<file path="src/source/conv_pkg.sv">
package conv_pkg;

	localparam int MAX_WIDTH = 32;
	localparam int PIX_W = 8;
	localparam int ADDR_W = 32;
	localparam int COL_W = $clog2(MAX_WIDTH);
	localparam int NUM_TAPS = 9;

	// word addresses of the mapped registers
	localparam logic [ADDR_W-1:0] REG_START = 32'h000;
	localparam logic [ADDR_W-1:0] REG_DIMS = 32'h001; // height[31:16], width[15:0]
	localparam logic [ADDR_W-1:0] REG_FILTER0 = 32'h002; // taps 0..3
	localparam logic [ADDR_W-1:0] REG_FILTER1 = 32'h003; // taps 4..7
	localparam logic [ADDR_W-1:0] REG_FILTER2 = 32'h004; // tap 8 in low byte
	localparam logic [ADDR_W-1:0] REG_SRC = 32'h005;
	localparam logic [ADDR_W-1:0] REG_DST = 32'h006;

	typedef logic signed [PIX_W-1:0] tap_t;
	typedef tap_t [NUM_TAPS-1:0] taps_t; // index is row*3 + col, row 0 oldest
	typedef logic [COL_W-1:0] col_idx_t;

	typedef enum logic [2:0] {
		POLL,
		LOAD_CONFIG,
		FILL_ROWS,
		NEW_ROW,
		SHIFT,
		ROW_END,
		DRAIN,
		DONE
	} ctrl_state_e;

	typedef struct packed {
		logic [15:0] width;
		logic [15:0] height;
		taps_t taps;
		logic [ADDR_W-1:0] src;
		logic [ADDR_W-1:0] dst;
	} conv_cfg_t;

	typedef struct packed {
		logic [PIX_W-1:0] top; // oldest row
		logic [PIX_W-1:0] mid;
		logic [PIX_W-1:0] bot;
	} pix_col_t;

	typedef struct packed {
		logic [ADDR_W-1:0] addr;
		logic [PIX_W-1:0] pix;
	} conv_out_t;

	// three row slots used round robin
	function automatic logic [1:0] next_slot(input logic [1:0] slot);
		return (slot == 2'd2) ? 2'd0 : slot + 2'd1;
	endfunction

endpackage
</file>
<file path="src/source/conv_top.sv">
module conv_top import conv_pkg::*; (
	input logic clk,
	input logic rst_n,
	output logic mem_rd,
	output logic [ADDR_W-1:0] mem_raddr,
	input logic mem_rvalid,
	input logic [31:0] mem_rdata,
	output logic mem_wr,
	output logic [ADDR_W-1:0] mem_waddr,
	output logic [31:0] mem_wdata,
	output logic busy,
	output logic done
);

	conv_cfg_t cfg;
	logic ld_rd, ctrl_rd;
	logic [ADDR_W-1:0] ld_raddr, ctrl_raddr;
	logic loading, cfg_start, cfg_done;
	logic row_wr, shift, win_valid;
	logic [1:0] row_slot;
	col_idx_t col_idx;
	logic [ADDR_W-1:0] out_addr;
	pix_col_t col;
	conv_out_t wr_out;

	assign mem_rd = ld_rd | ctrl_rd;
	assign mem_raddr = loading ? ld_raddr : ctrl_raddr; // loader owns the bus
	assign mem_waddr = wr_out.addr;
	assign mem_wdata = {{(32-PIX_W){1'b0}}, wr_out.pix};

	conv_config_loader u_loader (.clk(clk), .rst_n(rst_n), .cfg_start(cfg_start),
		.rvalid(mem_rvalid), .rdata(mem_rdata), .rd(ld_rd), .raddr(ld_raddr),
		.loading(loading), .cfg_done(cfg_done), .cfg(cfg));

	conv_controller u_ctrl (.clk(clk), .rst_n(rst_n), .rvalid(mem_rvalid), .rdata(mem_rdata),
		.cfg_done(cfg_done), .cfg(cfg), .rd(ctrl_rd), .raddr(ctrl_raddr),
		.cfg_start(cfg_start), .row_wr(row_wr), .row_slot(row_slot), .col_idx(col_idx),
		.shift(shift), .win_valid(win_valid), .out_addr(out_addr), .busy(busy), .done(done));

	// fill slot doubles as the oldest row
	row_window_buffer u_buf (.clk(clk), .rst_n(rst_n), .wr(row_wr), .wr_slot(row_slot),
		.wr_col(col_idx), .wr_data(mem_rdata[PIX_W-1:0]), .oldest_slot(row_slot),
		.rd_col(col_idx), .col(col));

	conv_mac u_mac (.clk(clk), .rst_n(rst_n), .col_in(col), .in_valid(shift & win_valid),
		.in_addr(out_addr), .taps(cfg.taps), .wr(mem_wr), .wr_out(wr_out));

endmodule

</file>
<file path="src/source/conv_mac.sv">
module conv_mac import conv_pkg::*; (
	input logic clk,
	input logic rst_n,
	input pix_col_t col_in,
	input logic in_valid,
	input logic [ADDR_W-1:0] in_addr,
	input taps_t taps,
	output logic wr,
	output conv_out_t wr_out
);

	pix_col_t col_old; // column c-2
	pix_col_t col_prev; // column c-1
	logic [PIX_W-1:0] pix [NUM_TAPS];
	logic signed [16:0] prod [NUM_TAPS];
	logic signed [19:0] sum;
	logic valid1;
	logic [ADDR_W-1:0] addr1;

	always_comb begin
		pix[0] = col_old.top;
		pix[1] = col_prev.top;
		pix[2] = col_in.top;
		pix[3] = col_old.mid;
		pix[4] = col_prev.mid;
		pix[5] = col_in.mid;
		pix[6] = col_old.bot;
		pix[7] = col_prev.bot;
		pix[8] = col_in.bot;
	end

	// stage 1 products
	always_ff @(posedge clk) begin
		col_old <= col_prev;
		col_prev <= col_in;
		if (in_valid) begin
			addr1 <= in_addr;
			for (int i = 0; i < NUM_TAPS; i++)
				prod[i] <= $signed(taps[i]) * $signed({1'b0, pix[i]});
		end
	end

	always_comb begin
		sum = '0;
		for (int i = 0; i < NUM_TAPS; i++)
			sum = sum + 20'(prod[i]);
	end

	always_ff @(posedge clk or negedge rst_n) begin
		if (!rst_n) begin
			valid1 <= 1'b0;
			wr <= 1'b0;
		end else begin
			valid1 <= in_valid;
			wr <= valid1;
		end
	end

	// stage 2 sums and clamps to 0..255
	always_ff @(posedge clk) begin
		if (valid1) begin
			wr_out.addr <= addr1;
			if (sum < 20'sd0) wr_out.pix <= '0;
			else if (sum > 20'sd255) wr_out.pix <= '1;
			else wr_out.pix <= sum[PIX_W-1:0];
		end
	end

endmodule

</file>
<file path="src/source/row_window_buffer.sv">
module row_window_buffer import conv_pkg::*; (
	input logic clk,
	input logic rst_n,
	input logic wr,
	input logic [1:0] wr_slot,
	input col_idx_t wr_col,
	input logic [PIX_W-1:0] wr_data,
	input logic [1:0] oldest_slot,
	input col_idx_t rd_col,
	output pix_col_t col
);

	logic [PIX_W-1:0] rows [3][MAX_WIDTH];
	logic [1:0] mid_slot;
	logic [1:0] new_slot;

	assign mid_slot = next_slot(oldest_slot);
	assign new_slot = next_slot(mid_slot);

	always_ff @(posedge clk) begin
		if (wr) rows[wr_slot][wr_col] <= wr_data;
	end

	// order is fixed at read time so the slot can rotate right after
	always_ff @(posedge clk or negedge rst_n) begin
		if (!rst_n) begin
			col <= '0;
		end else begin
			col.top <= rows[oldest_slot][rd_col];
			col.mid <= rows[mid_slot][rd_col];
			col.bot <= rows[new_slot][rd_col];
		end
	end

endmodule

</file>
<file path="src/source/conv_controller.sv">
module conv_controller import conv_pkg::*; (
	input logic clk,
	input logic rst_n,
	input logic rvalid,
	input logic [31:0] rdata,
	input logic cfg_done,
	input conv_cfg_t cfg,
	output logic rd,
	output logic [ADDR_W-1:0] raddr,
	output logic cfg_start,
	output logic row_wr,
	output logic [1:0] row_slot, // next slot to fill is the oldest row
	output col_idx_t col_idx,
	output logic shift, // aligned with the buffer's column
	output logic win_valid,
	output logic [ADDR_W-1:0] out_addr,
	output logic busy,
	output logic done
);

	ctrl_state_e state, next;

	logic pending; // a read is outstanding
	logic [1:0] fill_cnt;
	logic [ADDR_W-1:0] src_ptr; // next pixel to fetch from contiguous rows
	logic [ADDR_W-1:0] out_base; // first result word of current output row
	logic [15:0] rows_left;
	col_idx_t col_q; // column now leaving the buffer
	logic drain_cnt;
	logic last_col;

	assign last_col = (16'(col_idx) == cfg.width - 16'd1);
	assign row_wr = rvalid && (state == FILL_ROWS || state == NEW_ROW);
	assign win_valid = (col_q >= col_idx_t'(2)); // qualifies shift
	assign out_addr = out_base + ADDR_W'(col_q) - ADDR_W'(2);
	assign busy = (state != POLL);
	assign done = (state == DONE);

	always_ff @(posedge clk or negedge rst_n)
		if (!rst_n) state <= POLL;
		else state <= next;

	always_comb begin
		next = state;
		case (state)
			POLL: if (rvalid && rdata == 32'd1) next = LOAD_CONFIG;
			LOAD_CONFIG: if (cfg_done) next = FILL_ROWS;
			FILL_ROWS: if (rvalid && last_col && fill_cnt == 2'd2) next = SHIFT;
			NEW_ROW: if (rvalid && last_col) next = SHIFT;
			SHIFT: if (last_col) next = ROW_END;
			ROW_END: next = (rows_left == 16'd1) ? DRAIN : NEW_ROW;
			DRAIN: if (drain_cnt) next = DONE; // MAC needs two cycles
			DONE: next = POLL;
			default: next = POLL;
		endcase
	end

	always_ff @(posedge clk or negedge rst_n) begin
		if (!rst_n) begin
			rd <= 1'b0;
			raddr <= '0;
			cfg_start <= 1'b0;
			pending <= 1'b0;
			fill_cnt <= '0;
			row_slot <= '0;
			col_idx <= '0;
			src_ptr <= '0;
			out_base <= '0;
			rows_left <= '0;
			shift <= 1'b0;
			col_q <= '0;
			drain_cnt <= 1'b0;
		end else begin
			rd <= 1'b0;
			cfg_start <= 1'b0;
			shift <= 1'b0;
			if (rvalid) pending <= 1'b0;
			case (state)
				POLL: begin
					if (!pending) begin
						rd <= 1'b1;
						raddr <= REG_START;
						pending <= 1'b1;
					end else if (rvalid && rdata == 32'd1) begin
						cfg_start <= 1'b1;
					end
				end
				LOAD_CONFIG: begin
					if (cfg_done) begin
						src_ptr <= cfg.src;
						out_base <= cfg.dst;
						rows_left <= cfg.height - 16'd2;
						row_slot <= '0;
						fill_cnt <= '0;
						col_idx <= '0;
					end
				end
				FILL_ROWS, NEW_ROW: begin
					if (!pending) begin
						rd <= 1'b1;
						raddr <= src_ptr;
						src_ptr <= src_ptr + ADDR_W'(1);
						pending <= 1'b1;
					end else if (rvalid) begin
						if (last_col) begin
							col_idx <= '0;
							row_slot <= next_slot(row_slot); // rotate
							if (state == FILL_ROWS) fill_cnt <= fill_cnt + 2'd1;
						end else begin
							col_idx <= col_idx + col_idx_t'(1);
						end
					end
				end
				SHIFT: begin
					shift <= 1'b1;
					col_q <= col_idx;
					col_idx <= last_col ? '0 : col_idx + col_idx_t'(1);
				end
				ROW_END: begin
					rows_left <= rows_left - 16'd1;
					out_base <= out_base + ADDR_W'(cfg.width) - ADDR_W'(2);
					drain_cnt <= 1'b0;
				end
				DRAIN: drain_cnt <= 1'b1;
				default: ;
			endcase
		end
	end

endmodule

</file>
<file path="src/source/conv_config_loader.sv">
module conv_config_loader import conv_pkg::*; (
	input logic clk,
	input logic rst_n,
	input logic cfg_start,
	input logic rvalid,
	input logic [31:0] rdata,
	output logic rd,
	output logic [ADDR_W-1:0] raddr,
	output logic loading,
	output logic cfg_done,
	output conv_cfg_t cfg
);

	logic [2:0] idx; // offset from REG_DIMS
	logic last_word;

	assign raddr = REG_DIMS + ADDR_W'(idx);
	assign last_word = (raddr == REG_DST);

	always_ff @(posedge clk or negedge rst_n) begin
		if (!rst_n) begin
			idx <= '0;
			rd <= 1'b0;
			loading <= 1'b0;
			cfg_done <= 1'b0;
		end else begin
			rd <= 1'b0;
			cfg_done <= 1'b0;
			if (cfg_start) begin
				loading <= 1'b1;
				idx <= '0;
				rd <= 1'b1;
			end else if (loading && rvalid) begin
				if (last_word) begin
					loading <= 1'b0; // bus goes back to the controller
					cfg_done <= 1'b1;
				end else begin
					idx <= idx + 3'd1;
					rd <= 1'b1; // next word right after the answer
				end
			end
		end
	end

	// unpack each word as it returns
	always_ff @(posedge clk) begin
		if (loading && rvalid) begin
			case (raddr)
				REG_DIMS: begin
					cfg.width <= rdata[15:0];
					cfg.height <= rdata[31:16];
				end
				REG_FILTER0:
					for (int b = 0; b < 4; b++)
						cfg.taps[b] <= rdata[8*b +: 8];
				REG_FILTER1:
					for (int b = 0; b < 4; b++)
						cfg.taps[b+4] <= rdata[8*b +: 8];
				REG_FILTER2: cfg.taps[8] <= rdata[7:0];
				REG_SRC: cfg.src <= rdata;
				REG_DST: cfg.dst <= rdata;
				default: ;
			endcase
		end
	end

endmodule

</file>
<file path="config.mk">
export PLATFORM = sky130hd
export DESIGN_NAME = conv_top
export DESIGN_NICKNAME = d
export VERILOG_FILES = /design/src/source/conv_pkg.sv /design/src/source/conv_top.sv /design/src/source/conv_mac.sv /design/src/source/row_window_buffer.sv /design/src/source/conv_controller.sv /design/src/source/conv_config_loader.sv
export SDC_FILE = /design/constraint.sdc
export NUM_CORES = 2
export LEC_CHECK = 0
export CAP_MARGIN = 10
export CORE_MARGIN = 8
export CORE_UTILIZATION = 50
export CTS_BUF_LIST = sky130_fd_sc_hd__clkbuf_4 sky130_fd_sc_hd__clkbuf_8 sky130_fd_sc_hd__clkbuf_16
export DETAILED_ROUTE_END_ITERATION = 6
export DONT_BUFFER_PORTS = 1
export PLACE_DENSITY = 0.73
export SKIP_LAST_GASP = 1
export SLEW_MARGIN = 20
export SYNTH_ARGS = -nofsm -noshare
export SYNTH_HDL_FRONTEND = slang
export SYNTH_SLANG_ARGS = --single-unit
export TNS_END_PERCENT = 20
</file>
<file path="constraint.sdc">
create_clock -name clk -period 7.5 [get_ports clk]
set_input_delay 0.375 -clock clk [delete_from_list [all_inputs] [get_ports clk]]
set_output_delay 0.375 -clock clk [all_outputs]
set_load 0.02 [all_outputs]
</file>
Yosys cells after proc, flatten, opt, wreduce, memory -nomap -nowiden
Memories as Yosys holds them, arrays and structs flattened. Index checks and enable logic that the tools add are counted.

Bits in registers: 454. Memory bits (writable): 921. Output and inout bits: 100. Memories kept: 2.

$add $sub $neg: 22. $mul: 9. $lt $le $gt $ge: 5. Equal/unequal tests: 32. Muxes and demuxes: 74. Bitwise logic cells: 3. Reduce and logical (&&, ||, !) cells: 33.

Memories: u_buf.rows (words 3, width 256, rd ports 3, clocked after Yosys merged registers in 0, write ports 1, line row_window_buffer.sv:13) `logic [PIX_W-1:0] rows [3][MAX_WIDTH];`; u_mac.prod (words 9, width 17, rd ports 9, clocked after Yosys merged registers in 0, write ports 9, line conv_mac.sv:15) `logic signed [16:0] prod [NUM_TAPS];`.

Operators by type and width (count): 256-bit 2-to-1 mux (1); 32-bit 2-to-1 mux (6); 32-bit case mux with 2 select lines (3); 8-bit by 9-bit multiplier with 17-bit output (9); 20-bit by 17-bit adder with 20-bit output (6); 8-bit binary-select mux with 5-bit select (3); 32-bit by 3-bit == test with 1-bit output, second input constant (3); 32-bit by 1-bit == test with 1-bit output, second input constant (2); 32-bit by 2-bit == test with 1-bit output, second input constant (2); 8-bit 2-to-1 mux (8); 32-bit by 2-bit subtractor with 32-bit output, second input constant (2); 8-bit demux with 5-bit select (1); 32-bit by 1-bit adder with 32-bit output, second input constant (1); 32-bit by 16-bit adder with 32-bit output (1); 32-bit by 5-bit adder with 32-bit output (1); 16-bit case mux with 2 select lines (1); 16-bit by 1-bit subtractor with 16-bit output, second input constant (2); 3-bit 2-to-1 mux (10); 3-bit case mux with 8 select lines (1); 1-bit 2-to-1 mux (21); 20-bit by 9-bit > comparator with 1-bit output, second input constant (1); 20-bit by 1-bit < comparator with 1-bit output, second input constant (1); 2-bit 2-to-1 mux (10); 5-bit 2-to-1 mux (4); 37 further kinds (78).

Longest topological paths before layout
An unclocked memory read counts as a cell.

Word-level depth: 11. Gate-level depth with buffers: 26. Mapped depth without buffers: 26.

By module
A second synthesis with hierarchy kept.

Cell total of the unflattened synthesis: 7767. Area, all modules: 91273.8 µm².

By module, submodules not included: row_window_buffer (times used 1, cells an instance 3281, area an instance 43525.5 µm², seq. area each 23662.7 µm²); conv_mac (times used 1, cells an instance 2926, area an instance 31124.9 µm², seq. area each 7767.4 µm²); conv_controller (times used 1, cells an instance 1256, area an instance 10177.3 µm², seq. area each 3353.2 µm²); conv_config_loader (times used 1, cells an instance 241, area an instance 5705.5 µm², seq. area each 5195.0 µm²); conv_top (times used 1, cells an instance 63, area an instance 740.7 µm², seq. area each 0.0 µm²).

Worst setup path before layout
Ideal clock, no wire load.

Kind: register to register. From: mem u_mac.prod[0][1]. To: reg u_mac.wr_out[2] (netlist name). Arrival: 6.478 ns. Required time: 7.221 ns. Path slack: 0.744 ns. Stages on the path, launching flop included: 26. Buffers on the path: 0. Cells stage by stage: edfxtp_1 -> fa_1 -> ha_1 -> fa_1 -> a21oi_1 -> o21ai_0 -> o41ai_1 -> o21ai_0 -> o41ai_1 -> o21ai_0 -> a21oi_1 -> xnor2_1 -> fa_1 -> inv_1 -> fa_1 -> fa_1 -> fa_1 -> inv_1 -> ha_1 -> o32ai_1 -> nor4_1 -> o2111ai_1 -> nor4_1 -> nand4_1 -> nor2_1 -> a21oi_1.

RTL lines (line): start: declaration (conv_mac.sv:15).

==> flow_summary.json <==
{
  "syn_inst": 8095,
  "layout-drive-gt1-share_pct": 10.4,
  "coreArea_um2": 185000,
  "h-tree-depth": 4,
  "initialDrtViolationCount": 7318,
  "die_width_um": 447,
  "rows": 158,
  "finalCriticalPeriod_ns": 7.14,
  "place_congestion": 0.941,
  "status": "complete, but fails checks",
  "total_power_mw": 15.9,
  "hold_path.class": "primary input to flop",
  "slew_violations": 0,
  "ys_types": 85,
  "slowest_delay_ns": 0.55,
  "seqPwrFrac_pct": 51.9,
  "ys_seq_area_share_pct": 43.0,
  "grt_pass1_wl_um": 380000,
  "critPathLaunch": "u_mac.prod[0][35]",
  "switching_power_mw": 3.35,
  "place_ws_ns": 0.163,
  "startpoint_type": "flop",
  "critPathRequiredTime_ns": 8.01,
  "cts_tree": "done",
  "final.setup_skew_ns": 0.0400,
  "max_slew_margin_pct": 18.0,
  "setup-tns-final_ns": 0,
  "die_area_um2": 200000,
  "initial_core_util_pct": 50.2,
  "r2r_cells": 28,
  "violations": "design-rule violations",
  "grt_overflow": 0,
  "yosys_warnings": 0,
  "grt_max_degree": 248,
  "cp-endpoint": "u_mac.wr_out[2]",
  "ys_ff_latch": 1375,
  "final_cells": 10600,
  "p_int_mw": 12.6,
  "cp_num_buf_inv": 5,
  "area_growth_pct": 8.23,
  "io_pins": 135,
  "cts_max_path_buffers": 3,
  "clock_latency_ns": 0.81,
  "antenna_found_initial": 16,
  "r2r-end": "u_mac.wr_out[2]",
  "endpoint_kind": "flop",
  "slowest_stage": "fa_1",
  "syn_area_um2": 92900,
  "nNetsFinal": 8960,
  "switching_share_pct": 21.0,
  "max_freq_ghz": 0.140,
  "hold_viol_final": 0,
  "rsz0062_at_grt": "no",
  "ant_nets": 0,
  "vias": 63900,
  "dp_hpwl_um": 175000,
  "final.period_utilization_pct": 95.2,
  "p_comb_share_pct": 1.4,
  "async_flop_share_pct": 12.1,
  "die_height_um": 447,
  "worst_slew_pin_slew_ns": 1.23,
  "dp_cells": 10300,
  "cp_data_arrival_time_ns": 7.65,
  "drv_cap": 0,
  "cellPowerDensity_nw_per_um2": 158,
  "finalSetupViolations": 0,
  "cp_top_family": "adder cells",
  "criticalPathCategory": "flop to flop",
  "cp.depth": 28,
  "numClockSinks": 1375,
  "leakagePower_nw": 37.5,
  "clkTransAtPathRegs_ns": 0.07,
  "viasPerCell": 6.04,
  "fin_ws_ns": 0.360,
  "firstDrtPassIters": 7,
  "cts_buffers": 145,
  "io_buffers": 0,
  "synthFlopType": "edfxtp_1",
  "drc": 6,
  "track_usage_pct": 24.7,
  "crit_fanout": 6,
  "r2r_slack_ns": 0.36,
  "avgSynthCellArea_um2": 11.5,
  "grt_pass1_vias": 63100,
  "cts_root_buf": "clkbuf_16",
  "wl_per_cell_um": 23.9,
  "pwr-share-clk_pct": 46.7,
  "synth_edf_count": 1161,
  "r2r-start": "u_mac.prod[0][35]",
  "drt-total-wl_um": 253000,
  "ir_drop_mv": 0.217
}
-- logic make-up after synthesis --
group	after synthesis	share of synthesized area [%]
other	1	0.00404
AND/OR/NAND/NOR	1980	9.81
adder cells (fa/ha/maj)	950	16.4
XOR/XNOR	210	1.98
flip-flops	1375	43.0
multiplexers	1034	14.8
buffers and inverters	1129	5.00
AO/OA/AOI/OAI	1416	8.96
-- metal layers --
| metal | track usage [%] | vias to the layer above | wire length [um] |
|---|---|---|---|
| li1 | - | 28600 | - |
| met1 | 31.3 | 31800 | 97200 |
| met2 | 39.6 | 2836 | 117000 |
| met3 | 5.70 | 695 | 22900 |
| met4 | 13.0 | 6 | 15600 |
| met5 | 0 | - | 38 |
-- layout make-up --
cell class / count / area, um^2
Multi-Input combinational cell: 5614 / 48500
Sequential cell: 1375 / 40000
Inverter: 723 / 2720
Clock buffer: 188 / 4030
Clock inverter: 80 / 841
Timing Repair Buffer: 116 / 1290
Tap cell: 2480 / 3100
Fill cell: 15300 / 84500
Antenna cell: 16 / 40.0
-- power groups by stage --
stage / registers [mW] / logic [mW] / clock network [mW]
2_1_floorplan: 8.44 / 0.0565 / 0
3_3_place_gp: 8.44 / 0.0588 / 0
3_5_place_dp: 8.44 / 0.0592 / 0
4_1_cts: 8.28 / 0.218 / 7.50
5_1_grt: 8.27 / 0.234 / 7.80
6_report: 8.28 / 0.223 / 7.43
-- synthesized netlist by cell type (67+ instances only) --
master / n / share of area (%)
nor2_1: 547 / 2.2
xnor2_1: 159 / 1.5
buf_2: 67 / 0.36
mux4_2: 255 / 6.2
nand3_1: 78 / 0.42
edfxtp_1: 1161 / 38
nand2b_1: 76 / 0.51
inv_1: 720 / 2.9
dfrtp_1: 166 / 4.5
nor3_1: 71 / 0.38
ha_1: 507 / 6.8
mux2_2: 183 / 2.2
o21ai_0: 460 / 2.5
mux2i_1: 589 / 6.3
nand2_1: 711 / 2.9
a21oi_1: 518 / 2.8
clkbuf_1: 220 / 0.89
and2_1: 321 / 2.2
fa_1: 443 / 9.5
buf_4: 76 / 0.61
-- flip-flops by register name (all words and copies together), names as in the netlist, 5 cells and up --
register and cells:
u_buf.rows 768, u_loader.cfg 168, u_mac.prod 153, u_mac.wr_out 40
u_ctrl.out_base 32, u_ctrl.raddr 32, u_ctrl.src_ptr 32, u_mac.addr1 32
u_buf.col 24, u_mac.col_old 24, u_mac.col_prev 24, u_ctrl.rows_left 16
u_ctrl.col_idx 5, u_ctrl.col_q 5
-- layout by cell type (no fill, tap or decap), types with 34 or more instances in the layout --
| cell type | Yosys | routed |
|---|---|---|
| clkbuf_16 | 0 | 147 |
| dfxtp_1 | 48 | 48 |
| dfrtp_1 | 166 | 158 |
| xor2_1 | 51 | 51 |
| ha_1 | 507 | 504 |
| nor3_1 | 71 | 71 |
| mux2i_1 | 589 | 589 |
| and2_1 | 321 | 321 |
| nand2_1 | 711 | 711 |
| mux4_2 | 255 | 255 |
| clkbuf_4 | 0 | 34 |
| mux2_2 | 183 | 183 |
| xnor2_1 | 159 | 158 |
| nand2b_1 | 76 | 76 |
| a21oi_1 | 518 | 516 |
| a211oi_1 | 53 | 53 |
| nor2b_1 | 66 | 64 |
| inv_1 | 720 | 718 |
| nor2_1 | 547 | 529 |
| fa_1 | 443 | 440 |
| edfxtp_1 | 1161 | 1161 |
| o22ai_1 | 39 | 39 |
| a21o_1 | 53 | 53 |
| o21ai_0 | 460 | 457 |
| nand3_1 | 78 | 78 |
| buf_4 | 76 | 63 |
-- worst min path at each step --
| stage | startpoint | endpoint | slack (ns) | cells after the start |
|---|---|---|---|---|
| floorplan | rst_n | u_buf.col[0] | 0.08 | 0 |
| global placement | rst_n | u_mac.wr | 0.08 | 0 |
| detailed placement | rst_n | u_mac.wr | 0.08 | 0 |
| CTS | mem_rvalid | u_ctrl.row_slot[0] | 0.008 | 4 |
| global route | mem_rdata[0] | u_buf.rows[0][48] | 0.01 | 1 |
| finish | mem_rdata[0] | u_buf.rows[0][48] | 0.01 | 1 |
-- through the flow --
step                utilization, %  instance area, um^2  hold slack, ns
floorplan                        -                93000          0.0794
global placement              51.3                94900          0.0847
global route                  54.3               101000         0.00958
detailed placement            51.3                94900          0.0836
finish                        54.3               101000          0.0107
CTS                           54.2               100000         0.00759
-- timing repair --
| action | CTS | global route |
|---|---|---|
| resized for setup | 0 | 17 |
| buffers inserted | 0 | 1 |
| hold buffers | 39 | 1 |
| endpoints found under the setup margin | 0 | 8 |
| endpoints found under the hold margin | 1112 | 9 |
(Power assumes the default switching activity.)
